File: src/hdl/blimp_pkg.sv
/*
  Shared sizes, RISC-V opcodes and the packets passed between the core units.
  Every unit refers to these by scoped name, so compile this package first.
*/
`default_nettype none

package blimp_pkg;

  // ------------------------------------------------
  // Sizes
  // ------------------------------------------------
  localparam int XLEN          = 32;
  localparam int NUM_REGS      = 32;
  localparam int REG_ADDR_BITS = 5;
  localparam int SEQ_BITS      = 3;              // ROB index width
  localparam int ROB_DEPTH     = 1 << SEQ_BITS;  // 8 outstanding max
  localparam int IBUF_DEPTH    = 4;              // also the credits after reset
  localparam int IBUF_PTR_BITS = $clog2(IBUF_DEPTH);
  localparam int MUL_STAGES    = 4;
  localparam int NUM_XU        = 2;              // ALU, multiplier

  // ------------------------------------------------
  // Encodings
  // ------------------------------------------------
  localparam logic [6:0] OPC_OP     = 7'b0110011;  // ADD, MUL
  localparam logic [6:0] OPC_OP_IMM = 7'b0010011;  // ADDI
  localparam logic [6:0] FUNCT7_MUL = 7'b0000001;  // M extension

  // R-type view
  typedef struct packed {
    logic [6:0]               funct7;
    logic [REG_ADDR_BITS-1:0] rs2;
    logic [REG_ADDR_BITS-1:0] rs1;
    logic [2:0]               funct3;
    logic [REG_ADDR_BITS-1:0] rd;
    logic [6:0]               opcode;
  } r_fmt_t;

  // I-type view, same rs1/rd/opcode slots
  typedef struct packed {
    logic [11:0]              imm;
    logic [REG_ADDR_BITS-1:0] rs1;
    logic [2:0]               funct3;
    logic [REG_ADDR_BITS-1:0] rd;
    logic [6:0]               opcode;
  } i_fmt_t;

  // One word, two decodings
  typedef union packed {
    r_fmt_t r;
    i_fmt_t i;
  } inst_u;

  // ------------------------------------------------
  // Inter-unit packets
  // ------------------------------------------------
  typedef struct packed {
    logic                     val;
    logic [SEQ_BITS-1:0]      seq;
    logic [REG_ADDR_BITS-1:0] waddr;
    logic                     wen;    // Low for rd == x0
    logic [XLEN-1:0]          op_a;
    logic [XLEN-1:0]          op_b;   // rs2 or sign-extended imm
  } issue_t;

  typedef struct packed {
    logic                     val;
    logic [SEQ_BITS-1:0]      seq;
    logic [REG_ADDR_BITS-1:0] waddr;
    logic                     wen;
    logic [XLEN-1:0]          wdata;
  } complete_t;

  // Commit trace record
  typedef struct packed {
    logic                     val;
    logic [SEQ_BITS-1:0]      seq;
    logic [REG_ADDR_BITS-1:0] waddr;
    logic                     wen;
    logic [XLEN-1:0]          wdata;  // Zero when wen low
  } commit_t;

endpackage

`default_nettype wire

File: src/hdl/decode_issue_unit.sv
/*
  Front of the core. Buffers incoming instruction words under credit control,
  decodes the oldest one, reads the register file and dispatches it to the ALU
  or the multiplier once the scoreboard and reorder buffer allow.
*/
`timescale 1ns/1ps
`default_nettype none

module decode_issue_unit (
  input  logic                                      clk,
  input  logic                                      rst_n,
  input  logic                                      inst_val,
  input  blimp_pkg::inst_u                          inst_word,
  output logic                                      inst_credit,
  output blimp_pkg::issue_t                         alu_issue,
  output blimp_pkg::issue_t                         mul_issue,
  input  blimp_pkg::complete_t [blimp_pkg::NUM_XU-1:0] completions,
  input  blimp_pkg::commit_t                        commit
);

  blimp_pkg::inst_u                         ibuf [blimp_pkg::IBUF_DEPTH];
  logic [blimp_pkg::IBUF_PTR_BITS-1:0]      wr_ptr;
  logic [blimp_pkg::IBUF_PTR_BITS-1:0]      rd_ptr;
  logic [blimp_pkg::IBUF_PTR_BITS:0]        ibuf_cnt;
  logic [blimp_pkg::XLEN-1:0]               rf [blimp_pkg::NUM_REGS];
  logic [blimp_pkg::NUM_REGS-1:0]           pending;   // Scoreboard, one bit per reg
  logic [blimp_pkg::SEQ_BITS:0]             rob_cnt;   // Outstanding ROB entries
  logic [blimp_pkg::SEQ_BITS-1:0]           next_seq;

  blimp_pkg::inst_u                         head;
  logic [blimp_pkg::REG_ADDR_BITS-1:0]      rs1;
  logic [blimp_pkg::REG_ADDR_BITS-1:0]      rs2;
  logic [blimp_pkg::REG_ADDR_BITS-1:0]      rd;
  logic                                     is_mul;
  logic                                     is_imm;
  logic                                     hazard;
  logic                                     dispatch;
  blimp_pkg::issue_t                        issue_pkt;

  // ------------------------------------------------
  // Decode of the buffer head
  // ------------------------------------------------
  assign head   = ibuf[rd_ptr];
  assign rs1    = head.r.rs1;              // Same slot in both formats
  assign rs2    = head.r.rs2;
  assign rd     = head.r.rd;
  assign is_imm = (head.i.opcode == blimp_pkg::OPC_OP_IMM);
  assign is_mul = (head.r.opcode == blimp_pkg::OPC_OP) &&
                  (head.r.funct7 == blimp_pkg::FUNCT7_MUL);

  // rs2 field is immediate bits for ADDI, so ignore it there
  assign hazard = pending[rs1] || (!is_imm && pending[rs2]) || pending[rd];

  assign dispatch = (ibuf_cnt != '0) && !hazard &&
                    (rob_cnt < blimp_pkg::ROB_DEPTH);

  always_comb begin
    issue_pkt       = '0;
    issue_pkt.val   = 1'b0;                 // Set per unit at the register
    issue_pkt.seq   = next_seq;
    issue_pkt.waddr = rd;
    issue_pkt.wen   = (rd != '0);           // x0 writes are dropped
    issue_pkt.op_a  = (rs1 == '0) ? '0 : rf[rs1];
    if (is_imm)
      issue_pkt.op_b = {{(blimp_pkg::XLEN-12){head.i.imm[11]}}, head.i.imm};
    else
      issue_pkt.op_b = (rs2 == '0) ? '0 : rf[rs2];
  end

  // ------------------------------------------------
  // Instruction buffer
  // ------------------------------------------------
  always_ff @(posedge clk) begin
    if (inst_val)
      ibuf[wr_ptr] <= inst_word;            // Producer never overruns its credits
  end

  always_ff @(posedge clk) begin
    if (!rst_n) begin
      wr_ptr   <= '0;
      rd_ptr   <= '0;
      ibuf_cnt <= '0;
    end else begin
      if (inst_val)
        wr_ptr <= wr_ptr + 1'b1;
      if (dispatch)
        rd_ptr <= rd_ptr + 1'b1;
      ibuf_cnt <= ibuf_cnt + (inst_val ? 1'b1 : 1'b0) - (dispatch ? 1'b1 : 1'b0);
    end
  end

  // ------------------------------------------------
  // Register file, two completion write ports
  // ------------------------------------------------
  always_ff @(posedge clk) begin
    for (int i = 0; i < blimp_pkg::NUM_XU; i++) begin
      if (completions[i].val && completions[i].wen)
        rf[completions[i].waddr] <= completions[i].wdata;
    end
  end

  // Scoreboard and sequence bookkeeping
  always_ff @(posedge clk) begin
    if (!rst_n) begin
      pending  <= '0;
      rob_cnt  <= '0;
      next_seq <= '0;
    end else begin
      for (int i = 0; i < blimp_pkg::NUM_XU; i++) begin
        if (completions[i].val && completions[i].wen)
          pending[completions[i].waddr] <= 1'b0;   // Dependents may go next cycle
      end
      if (dispatch && issue_pkt.wen)
        pending[rd] <= 1'b1;
      if (dispatch)
        next_seq <= next_seq + 1'b1;               // Wraps modulo ROB depth
      rob_cnt <= rob_cnt + (dispatch ? 1'b1 : 1'b0) - (commit.val ? 1'b1 : 1'b0);
    end
  end

  // ------------------------------------------------
  // Registered dispatch and credit return
  // ------------------------------------------------
  always_ff @(posedge clk) begin
    alu_issue <= issue_pkt;                        // Payload, no reset
    mul_issue <= issue_pkt;
    if (!rst_n) begin
      alu_issue.val <= 1'b0;
      mul_issue.val <= 1'b0;
      inst_credit   <= 1'b0;
    end else begin
      alu_issue.val <= dispatch && !is_mul;
      mul_issue.val <= dispatch && is_mul;
      inst_credit   <= dispatch;                   // Entry left the buffer
    end
  end

endmodule

`default_nettype wire

File: src/hdl/alu_unit.sv
/*
  Single-cycle execute unit for ADD and ADDI. Decode has already picked the
  second operand, so both reduce to one add with a registered completion.
*/
`timescale 1ns/1ps
`default_nettype none

module alu_unit (
  input  logic                 clk,
  input  logic                 rst_n,
  input  blimp_pkg::issue_t    issue,
  output blimp_pkg::complete_t complete
);

  logic [blimp_pkg::XLEN-1:0] sum;

  assign sum = issue.op_a + issue.op_b;  // Carry out dropped

  // Completion valid one cycle after issue
  always_ff @(posedge clk) begin
    complete.seq   <= issue.seq;
    complete.waddr <= issue.waddr;
    complete.wen   <= issue.wen;
    complete.wdata <= sum;
    if (!rst_n)
      complete.val <= 1'b0;
    else
      complete.val <= issue.val;
  end

endmodule

`default_nettype wire

File: src/hdl/pipelined_multiplier.sv
/*
  Pipelined 32x32 multiplier keeping the low word of the product. Partial
  products in stage 0, summed in stage 1, then carried to the end so the
  completion appears MUL_STAGES cycles after issue. Accepts one op per cycle.
*/
`timescale 1ns/1ps
`default_nettype none

module pipelined_multiplier (
  input  logic                 clk,
  input  logic                 rst_n,
  input  blimp_pkg::issue_t    issue,
  output blimp_pkg::complete_t complete
);

  blimp_pkg::complete_t         stage [blimp_pkg::MUL_STAGES];  // val per stage
  logic [blimp_pkg::XLEN/2-1:0] cross_q;                        // Cross terms, low half
  logic [blimp_pkg::XLEN-1:0]   pp_ll;
  logic [blimp_pkg::XLEN/2-1:0] pp_lh;
  logic [blimp_pkg::XLEN/2-1:0] pp_hl;

  // 16x16 pieces, hi*hi falls outside the low word
  assign pp_ll = issue.op_a[blimp_pkg::XLEN/2-1:0] * issue.op_b[blimp_pkg::XLEN/2-1:0];
  assign pp_lh = issue.op_a[blimp_pkg::XLEN/2-1:0] *
                 issue.op_b[blimp_pkg::XLEN-1:blimp_pkg::XLEN/2];
  assign pp_hl = issue.op_a[blimp_pkg::XLEN-1:blimp_pkg::XLEN/2] *
                 issue.op_b[blimp_pkg::XLEN/2-1:0];

  always_ff @(posedge clk) begin
    // Stage 0 holds ll product in wdata
    stage[0].seq   <= issue.seq;
    stage[0].waddr <= issue.waddr;
    stage[0].wen   <= issue.wen;
    stage[0].wdata <= pp_ll;
    cross_q        <= pp_lh + pp_hl;
    // Stage 1 finishes the sum
    stage[1]       <= stage[0];
    stage[1].wdata <= stage[0].wdata + {cross_q, {(blimp_pkg::XLEN/2){1'b0}}};
    for (int i = 2; i < blimp_pkg::MUL_STAGES; i++)
      stage[i] <= stage[i-1];                // Plain delay stages
    if (!rst_n) begin
      for (int i = 0; i < blimp_pkg::MUL_STAGES; i++)
        stage[i].val <= 1'b0;
    end else begin
      stage[0].val <= issue.val;
    end
  end

  assign complete = stage[blimp_pkg::MUL_STAGES-1];

endmodule

`default_nettype wire

File: src/hdl/writeback_commit_unit.sv
/*
  Reorder buffer indexed by sequence number. Completions from both execute
  units mark entries done in any order; the head entry retires in program
  order as a registered commit record, at most one per cycle.
*/
`timescale 1ns/1ps
`default_nettype none

module writeback_commit_unit (
  input  logic                                         clk,
  input  logic                                         rst_n,
  input  blimp_pkg::complete_t [blimp_pkg::NUM_XU-1:0] completions,
  output blimp_pkg::commit_t                           commit
);

  // ------------------------------------------------
  // ROB storage
  // ------------------------------------------------
  logic [blimp_pkg::ROB_DEPTH-1:0]     rob_done;
  logic [blimp_pkg::REG_ADDR_BITS-1:0] rob_waddr [blimp_pkg::ROB_DEPTH];
  logic                                rob_wen   [blimp_pkg::ROB_DEPTH];
  logic [blimp_pkg::XLEN-1:0]          rob_wdata [blimp_pkg::ROB_DEPTH];
  logic [blimp_pkg::SEQ_BITS-1:0]      head_ptr;   // Oldest uncommitted seq
  logic                                head_done;

  assign head_done = rob_done[head_ptr];

  // Payload fill, both ports in one cycle
  always_ff @(posedge clk) begin
    for (int i = 0; i < blimp_pkg::NUM_XU; i++) begin
      if (completions[i].val) begin
        rob_waddr[completions[i].seq] <= completions[i].waddr;
        rob_wen[completions[i].seq]   <= completions[i].wen;
        rob_wdata[completions[i].seq] <= completions[i].wdata;
      end
    end
  end

  // Done bits and head pointer
  always_ff @(posedge clk) begin
    if (!rst_n) begin
      rob_done <= '0;
      head_ptr <= '0;
    end else begin
      if (head_done) begin
        rob_done[head_ptr] <= 1'b0;             // Slot free for reuse
        head_ptr           <= head_ptr + 1'b1;  // Wraps with seq
      end
      for (int i = 0; i < blimp_pkg::NUM_XU; i++) begin
        if (completions[i].val)
          rob_done[completions[i].seq] <= 1'b1;
      end
    end
  end

  // ------------------------------------------------
  // Commit record, one cycle after head done
  // ------------------------------------------------
  always_ff @(posedge clk) begin
    commit.seq   <= head_ptr;
    commit.waddr <= rob_waddr[head_ptr];
    commit.wen   <= rob_wen[head_ptr];
    // x0 writes show zero data on the trace
    commit.wdata <= rob_wen[head_ptr] ? rob_wdata[head_ptr] : '0;
    if (!rst_n)
      commit.val <= 1'b0;
    else
      commit.val <= head_done;
  end

endmodule

`default_nettype wire

File: src/hdl/blimp_core.sv
/*
  Core top level. Instruction words enter under credit flow control and
  retire in program order on the commit trace port. Decode dispatches to the
  ALU or the multiplier, results complete out of order into the ROB.
*/
`timescale 1ns/1ps
`default_nettype none

module blimp_core (
  input  logic               clk,
  input  logic               rst_n,
  input  logic               inst_val,
  input  blimp_pkg::inst_u   inst_word,
  output logic               inst_credit,
  output blimp_pkg::commit_t commit
);

  // ------------------------------------------------
  // Internal links, no handshake needed
  // ------------------------------------------------
  blimp_pkg::issue_t                            alu_issue;
  blimp_pkg::issue_t                            mul_issue;
  blimp_pkg::complete_t [blimp_pkg::NUM_XU-1:0] completions;  // [0] ALU, [1] MUL

  decode_issue_unit decode_issue_unit_inst (
    .clk         (clk),
    .rst_n       (rst_n),
    .inst_val    (inst_val),
    .inst_word   (inst_word),
    .inst_credit (inst_credit),
    .alu_issue   (alu_issue),
    .mul_issue   (mul_issue),
    .completions (completions),
    .commit      (commit)        // Frees ROB slots
  );

  alu_unit alu_unit_inst (
    .clk      (clk),
    .rst_n    (rst_n),
    .issue    (alu_issue),
    .complete (completions[0])
  );

  pipelined_multiplier pipelined_multiplier_inst (
    .clk      (clk),
    .rst_n    (rst_n),
    .issue    (mul_issue),
    .complete (completions[1])
  );

  writeback_commit_unit writeback_commit_unit_inst (
    .clk         (clk),
    .rst_n       (rst_n),
    .completions (completions),
    .commit      (commit)
  );

endmodule

`default_nettype wire

File: config.mk
export PLATFORM = sky130hd
export DESIGN_NAME = blimp_core
export DESIGN_NICKNAME = d
export VERILOG_FILES = /design/src/hdl/blimp_pkg.sv /design/src/hdl/decode_issue_unit.sv /design/src/hdl/alu_unit.sv /design/src/hdl/pipelined_multiplier.sv /design/src/hdl/writeback_commit_unit.sv /design/src/hdl/blimp_core.sv
export SDC_FILE = /design/constraint.sdc
export NUM_CORES = 2
export LEC_CHECK = 0
export BUFFER_PORTS_ARGS = -buffer_cell sky130_fd_sc_hd__buf_2
export CAP_MARGIN = 20
export CELL_PAD_IN_SITES_DETAIL_PLACEMENT = 1
export CELL_PAD_IN_SITES_GLOBAL_PLACEMENT = 2
export CORE_MARGIN = 1.5
export CORE_UTILIZATION = 47
export DETAILED_ROUTE_END_ITERATION = 7
export PLACE_DENSITY_LB_ADDON = 0.1
export SLEW_MARGIN = 20
export SYNTH_ARGS = -nofsm -noshare
export SYNTH_HDL_FRONTEND = slang
export SYNTH_SLANG_ARGS = --single-unit
File: constraint.sdc
create_clock -name clk -period 7.6 [get_ports clk]
set_input_delay 0.38 -clock clk [delete_from_list [all_inputs] [get_ports clk]]
set_output_delay 0.38 -clock clk [all_outputs]
set_load 0.05 [all_outputs]
# ---- After elaboration in Yosys (flattened, before gate mapping)
# Memory sizes are Yosys's and may differ from the RTL's. A register that Yosys moved wholly into a read port is not among the register bits.
# Cells that the tools add are included.
dict set report word_totals {
  reg_bits 164
  ramBits 1624
  in_bits 35
  out_inout_bits 43
  word_cells 158
  memories 6
}
# name words word_bits read_ports rd_ports_with_merged_regs wr line
set mem_list {}
lappend mem_list {decode_issue_unit_inst.rf 32 32 2 1 2 decode_issue_unit.sv:25} ;# logic [blimp_pkg::XLEN-1:0] rf [blimp_pkg::NUM_REGS];
lappend mem_list {writeback_commit_unit_inst.rob_wdata 8 32 1 1 2 writeback_commit_unit.sv:22} ;# logic [blimp_pkg::XLEN-1:0] rob_wdata [blimp_pkg::ROB_DEPTH];
lappend mem_list {pipelined_multiplier_inst.stage 4 42 4 0 4 pipelined_multiplier.sv:16} ;# blimp_pkg::complete_t stage [blimp_pkg::MUL_STAGES];
lappend mem_list {decode_issue_unit_inst.ibuf 4 32 1 1 1 decode_issue_unit.sv:21} ;# blimp_pkg::inst_u ibuf [blimp_pkg::IBUF_DEPTH];
lappend mem_list {writeback_commit_unit_inst.rob_waddr 8 5 1 1 2 writeback_commit_unit.sv:20} ;# logic [blimp_pkg::REG_ADDR_BITS-1:0] rob_waddr [blimp_pkg::ROB_DEPTH];
lappend mem_list {writeback_commit_unit_inst.rob_wen 8 1 1 1 2 writeback_commit_unit.sv:21} ;# logic rob_wen [blimp_pkg::ROB_DEPTH];
dict set report op_classes {
  addsub 11
  mul 3
  magnitude_cmp 15
  eq_ne 3
  mux 57
  n_bitwise 14
  n_reduce_logical 25
}
# cell n
set ops {}
lappend ops {{two-way mux 32 bit} 8}
lappend ops {{adder 32 bit} 2}
lappend ops {{bitwise AND 32 bit} 2}
lappend ops {{inverter 32 bit} 2}
lappend ops {{two-way mux 8 bit} 5}
lappend ops {{multiplier 16 x 16 -> 16 bit} 2}
lappend ops {{multiplier 16 x 16 -> 32 bit} 1}
lappend ops {{OR 32 bit} 1}
lappend ops {{< comparator 5 x 6 -> 1 bit, second input constant} 5}
lappend ops {{two-way mux 1 bit} 30}
lappend ops {{adder 16 bit} 1}
lappend ops {{OR 8 bit} 2}
lappend ops {{binary-select mux 1 bit (select 5 bit)} 3}
lappend ops {{demux 1 bit (select 5 bit)} 3}
lappend ops {{greater-or-equal comparator 5 x 1 -> 1 bit, second input constant} 3}
lappend ops {{logical AND 1 bit} 15}
lappend ops {{< comparator 3 x 4 -> 1 bit, second input constant} 3}
lappend ops {{logical NOT 5 bit} 2}
lappend ops {{demux 1 bit (select 3 bit)} 3}
lappend ops {{greater-or-equal comparator 3 x 1 -> 1 bit, second input constant} 3}
lappend ops {{bitwise AND 8 bit} 1}
lappend ops {{inverter 8 bit} 1}
lappend ops {{== test 7 x 1 -> 1 bit, second input constant} 1}
lappend ops {{== test 7 x 5 -> 1 bit, second input constant} 1}
lappend ops {{other kinds (18)} 28}

# ---- Depth between registers and ports, before layout
dict set report logic_depth {
  word_depth 13
  ltp_mapped 26
  mapped_depth_nobuf 24
}

# ---- Hierarchy
# From an unflattened synthesis, not the netlist that was laid out.
dict set report hier_totals {
  cells_unflattened 8130
  area_unflattened_um2 110435.9
}
# mod instances cells_each area_each_um2 seq_area_each_um2
set by_module_without_submodules {}
lappend by_module_without_submodules {decode_issue_unit 1 4576 69922.1 36715.2}
lappend by_module_without_submodules {pipelined_multiplier 1 2139 20774.9 3683.5}
lappend by_module_without_submodules {writeback_commit_unit 1 1097 16846.2 10249.8}
lappend by_module_without_submodules {alu_unit 1 318 2892.8 840.8}

# ---- Worst setup path after synthesis
# No wires, ideal clock.
dict set report synth_timing {
  path_kind {register -> register}
  from {register, netlist name decode_issue_unit_inst.alu_issue[2]}
  to {memory pipelined_multiplier_inst.stage[0][28] in the netlist's numbering}
  setup_ns 0.062
  arrival_time_ns 6.087
  t_required_ns 7.538
  slack_ns 1.451
  stages_incl_launch_ff 22
  n_path_buf 2
  period_less_slack_ns 6.149
  cell_sequence {dfxtp_1 > clkbuf_1 > clkbuf_1 > nand2_1 > fa_1 > fa_1 > inv_1 > fa_1 > fa_1 > fa_1 > inv_1 > fa_1 > inv_1 > ha_1 > a21o_1 > a21oi_1 > a21boi_0 > a31oi_1 > a211oi_1 > o31ai_1 > or4b_2 > nand3_1}
}
# element line
set synth_rtl {}
lappend synth_rtl {{end: declaration} pipelined_multiplier.sv:16}

==> flow_metrics.env <==
export IMPL_grt_antenna_before_repair=22
export IMPL_layout_area_overhead_vs_synth_pct=10.6
export IMPL_htree_levels=4
export IMPL_design_portCount=78
export IMPL_insertion_delay_ns=0.91
export IMPL_worstSetupStartpointType="flip-flop"
export IMPL_synth_lib_cells_used_distinct=72
export IMPL_syn_inst=7989
export IMPL_post_synth_arst_share=0
export IMPL_netlist_area_sq_um=109000
export IMPL_clock_sinks=1841
export IMPL_timing_final_crit_share=0.907
export IMPL_r2r_end="pipelined_multiplier_inst.stage[0][28]$_DFF_P_"
export IMPL_global_route_overflow_total=0
export IMPL_ys_warn_count=0
export IMPL_path_max_fanout=14
export IMPL_clk_transition_reported_paths_ns=0.06
export IMPL_die_area_sq_um=234000
export IMPL_origin_of_the_critical_flop_to_flop_path="decode_issue_unit_inst.alu_issue[4]$_DFF_P_"
export IMPL_final_net_count=8471
export IMPL_crit_end="pipelined_multiplier_inst.stage[0][28]$_DFF_P_"
export IMPL_vias_per_cell=6.30
export IMPL_critPathKind="flip-flop to flip-flop"
export IMPL_die_y_um=484
export IMPL_synth_seq_cells=1841
export IMPL_port_buffer_count=74
export IMPL_setup_tns_ns=0
export IMPL_critPathLaunch="decode_issue_unit_inst.alu_issue[4]$_DFF_P_"
export IMPL_initialDrtViolationCount=6419
export IMPL_dr_total_vias=69392
export IMPL_report_final_slew_viol_count=0
export IMPL_initial_core_util=0.473
export IMPL_worst_hold_path_type="primary input to flip-flop"
export IMPL_fp_dieW_um=484
export IMPL_max_cap_violations=0
export IMPL_max_slew_worst_pin_slew_ns=1.23
export IMPL_rsz0062_at_grt="false"
export IMPL_post_cts_resized=0
export IMPL_post_synthesis_mean_instance_area_sq_um=13.6
export IMPL_timing_critical_path_arrival_ns=7.69
export IMPL_fmax_ghz=0.145
export IMPL_fp_row_count=176
export IMPL_first_global_vias=74482
export IMPL_worst_slack_ns=0.710
export IMPL_worstRegToRegCells=23
export IMPL_cts_tree="yes"
export IMPL_drive_gt1_frac=0.332
export IMPL_worst_setup_path_end_kind="flip-flop"
export IMPL_cts_max_path_buffers=3
export IMPL_whs_ns=0.125
export IMPL_wire_length_of_the_first_global_routing_pass_um=522000
export IMPL_standard_cell_core_area_sq_um=230000
export IMPL_synth_edff_count=1444
export IMPL_routed_wire_length_per_instance_um=32.6
export IMPL_clk_root_buffer_cell="sky130_fd_sc_hd__clkbuf_16"
export IMPL_synth_seq_area_share=0.472
export IMPL_drt_drc_violations_left=0
export IMPL_timing_final_hold_violations=0
export IMPL_pre_cts_setup_slack_ns=0.633
export IMPL_place_gp_congestion=0.844
export IMPL_detailedPlacementHpwl_um=226000
export IMPL_postCtsHoldBufs=30
export IMPL_grt_start_max_net_pins=107
export IMPL_firstDrtPassIters=5
export IMPL_outcome="finished clean"
export IMPL_period_minus_slack_ns=6.89
export IMPL_ys_flop_type="sky130_fd_sc_hd__edfxtp_1"
export IMPL_finClkSkew_ns=0.116
export IMPL_drt_antenna_violating_nets=0
export IMPL_layout_cells_non_filler=11020
export IMPL_timing_slew_headroom=0.176
export IMPL_grt_usage=0.305
export IMPL_placed_cells=10591
export IMPL_postSynthNetCount=8659
export IMPL_postRouteWirelength_um=359000
export IMPL_cts_buffers_inserted=204
export IMPL_count_of_final_setup_violators=0
export IMPL_post_cts_setup_buffers=0
export IMPL_worst_endpoint_required_ns=8.40
export IMPL_worst_r2r_setup_slack_ns=0.71
[stage by stage]
stage | util | area (sq um)
4_1_cts | 0.523 | 120000
2_1_floorplan | - | 109000
5_1_grt | 0.523 | 120000
3_5_place_dp | 0.491 | 113000
3_3_place_gp | 0.491 | 113000
6_report | 0.523 | 120000
[worst min path at each step]
stage,startpoint,end,cells after the start
after floorplan,decode_issue_unit_inst.alu_issue[65]$_DFF_P_,alu_unit_inst.complete[33]$_DFF_P_,0
after global placement,pipelined_multiplier_inst.stage[1][35]$_DFF_P_,pipelined_multiplier_inst.stage[2][35]$_DFF_P_,0
after detailed placement,pipelined_multiplier_inst.stage[1][22]$_DFF_P_,pipelined_multiplier_inst.stage[2][22]$_DFF_P_,0
after CTS,rst_n,writeback_commit_unit_inst.rob_done[5]$_SDFF_PN0_,3
after global routing,rst_n,writeback_commit_unit_inst.rob_done[5]$_SDFF_PN0_,3
final,rst_n,writeback_commit_unit_inst.rob_done[5]$_SDFF_PN0_,3
[registers in the layout (all words and copies together) (netlist names), 2 cells and up, named ones only]
signal,count
writeback_commit_unit_inst.head_ptr,3
decode_issue_unit_inst.alu_issue,74
writeback_commit_unit_inst.rob_waddr,40
writeback_commit_unit_inst.commit,42
decode_issue_unit_inst.rd_ptr,2
pipelined_multiplier_inst.cross_q,16
writeback_commit_unit_inst.rob_wdata,256
writeback_commit_unit_inst.rob_done,8
decode_issue_unit_inst.rf,1024
decode_issue_unit_inst.pending,32
decode_issue_unit_inst.rob_cnt,4
decode_issue_unit_inst.ibuf_cnt,3
decode_issue_unit_inst.next_seq,3
decode_issue_unit_inst.wr_ptr,2
pipelined_multiplier_inst.stage,162
writeback_commit_unit_inst.rob_wen,8
alu_unit_inst.complete,39
decode_issue_unit_inst.ibuf,116
[cell type report]
cell class	count	area [sq um]
antenna	13	32.5
clock buffer	259	5550
timing repair buffer	367	2770
multi-input combinational	4907	53500
tap	3026	3790
clock inverter	127	1570
inverter	480	1800
sequential	1841	51300
fill	22227	110000
[cells in the final DEF (no fill, tap or decap), drive strengths merged, types with 14 or more instances in the layout]
cell and count:
nor3 22, nand3 25, xnor2 107, fa 382, mux2i 320, a21o 25, and2 364, o21a 24
nand2b 14, nor2b 18, and3 42, dlygate4sd3 30, mux4 514, nor2 148, nand2 510, mux2 1346
o22ai 102, a21oi 157, a311oi 33, o221ai 57, clkinv 89, bufinv 23, a211oi 77, buf 337
inv 489, xor2 35, dfxtp 397, or2 14, a31oi 41, edfxtp 1444, clkbuf 259, o21ai 161
ha 253
[layer usage]
layer,wire (um),GRT usage
met1,151000,0.412
met2,175000,0.511
met3,23400,0.0424
met4,10400,0.0932
met5,46,0
[kinds of logic after synthesis]
group           synth area share
buf+inv                   0.0438
flops                      0.472
mux                        0.275
fa+ha+maj                 0.0994
simple gates              0.0558
compound gates            0.0427
xor+xnor                  0.0114
[cell usage after synthesis, types with 22 or more instances]
master	instances	area share
sky130_fd_sc_hd__nand2_1	510	0.018
sky130_fd_sc_hd__and2_1	360	0.021
sky130_fd_sc_hd__mux4_2	511	0.11
sky130_fd_sc_hd__nor3_1	22	0.0010
sky130_fd_sc_hd__o21a_1	24	0.0017
sky130_fd_sc_hd__and3_1	42	0.0024
sky130_fd_sc_hd__o21ai_0	150	0.0069
sky130_fd_sc_hd__a211oi_1	77	0.0053
sky130_fd_sc_hd__a31oi_1	41	0.0024
sky130_fd_sc_hd__buf_1	75	0.0026
sky130_fd_sc_hd__mux2_2	1345	0.14
sky130_fd_sc_hd__clkbuf_1	609	0.021
sky130_fd_sc_hd__mux2i_1	320	0.029
sky130_fd_sc_hd__o22ai_1	102	0.0059
sky130_fd_sc_hd__o221ai_1	57	0.0046
sky130_fd_sc_hd__dfxtp_1	397	0.073
sky130_fd_sc_hd__ha_1	253	0.029
sky130_fd_sc_hd__a21o_1	25	0.0017
sky130_fd_sc_hd__nor2_1	148	0.0051
sky130_fd_sc_hd__xnor2_1	107	0.0086
sky130_fd_sc_hd__fa_1	382	0.070
sky130_fd_sc_hd__xor2_1	35	0.0028
sky130_fd_sc_hd__a21oi_1	157	0.0072
sky130_fd_sc_hd__buf_2	75	0.0035
sky130_fd_sc_hd__nand3_1	25	0.0012
sky130_fd_sc_hd__a311oi_1	33	0.0027
sky130_fd_sc_hd__edfxtp_1	1444	0.40
sky130_fd_sc_hd__inv_1	479	0.017
[critical path, cell delays in order (launching register included)]
cell and delay [ns]:
sky130_fd_sc_hd__dfxtp_1 0.99, sky130_fd_sc_hd__buf_4 0.29, sky130_fd_sc_hd__and2_1 0.16, sky130_fd_sc_hd__fa_1 0.39, sky130_fd_sc_hd__inv_1 0.08, sky130_fd_sc_hd__fa_1 0.43
sky130_fd_sc_hd__fa_1 0.51, sky130_fd_sc_hd__inv_1 0.05, sky130_fd_sc_hd__fa_1 0.45, sky130_fd_sc_hd__fa_1 0.51, sky130_fd_sc_hd__inv_1 0.05, sky130_fd_sc_hd__fa_1 0.47
sky130_fd_sc_hd__inv_1 0.04, sky130_fd_sc_hd__ha_1 0.34, sky130_fd_sc_hd__a21o_1 0.19, sky130_fd_sc_hd__a21oi_1 0.21, sky130_fd_sc_hd__a21boi_0 0.20, sky130_fd_sc_hd__a31oi_1 0.11
sky130_fd_sc_hd__a211oi_1 0.26, sky130_fd_sc_hd__buf_4 0.17, sky130_fd_sc_hd__o31ai_1 0.07, sky130_fd_sc_hd__buf_4 0.18, sky130_fd_sc_hd__or4b_2 0.60, sky130_fd_sc_hd__nand3_1 0.08
Power is left out: the tool's default activity adds up to more than one toggle a clock period on the data nets, which glitch-free logic cannot reach.
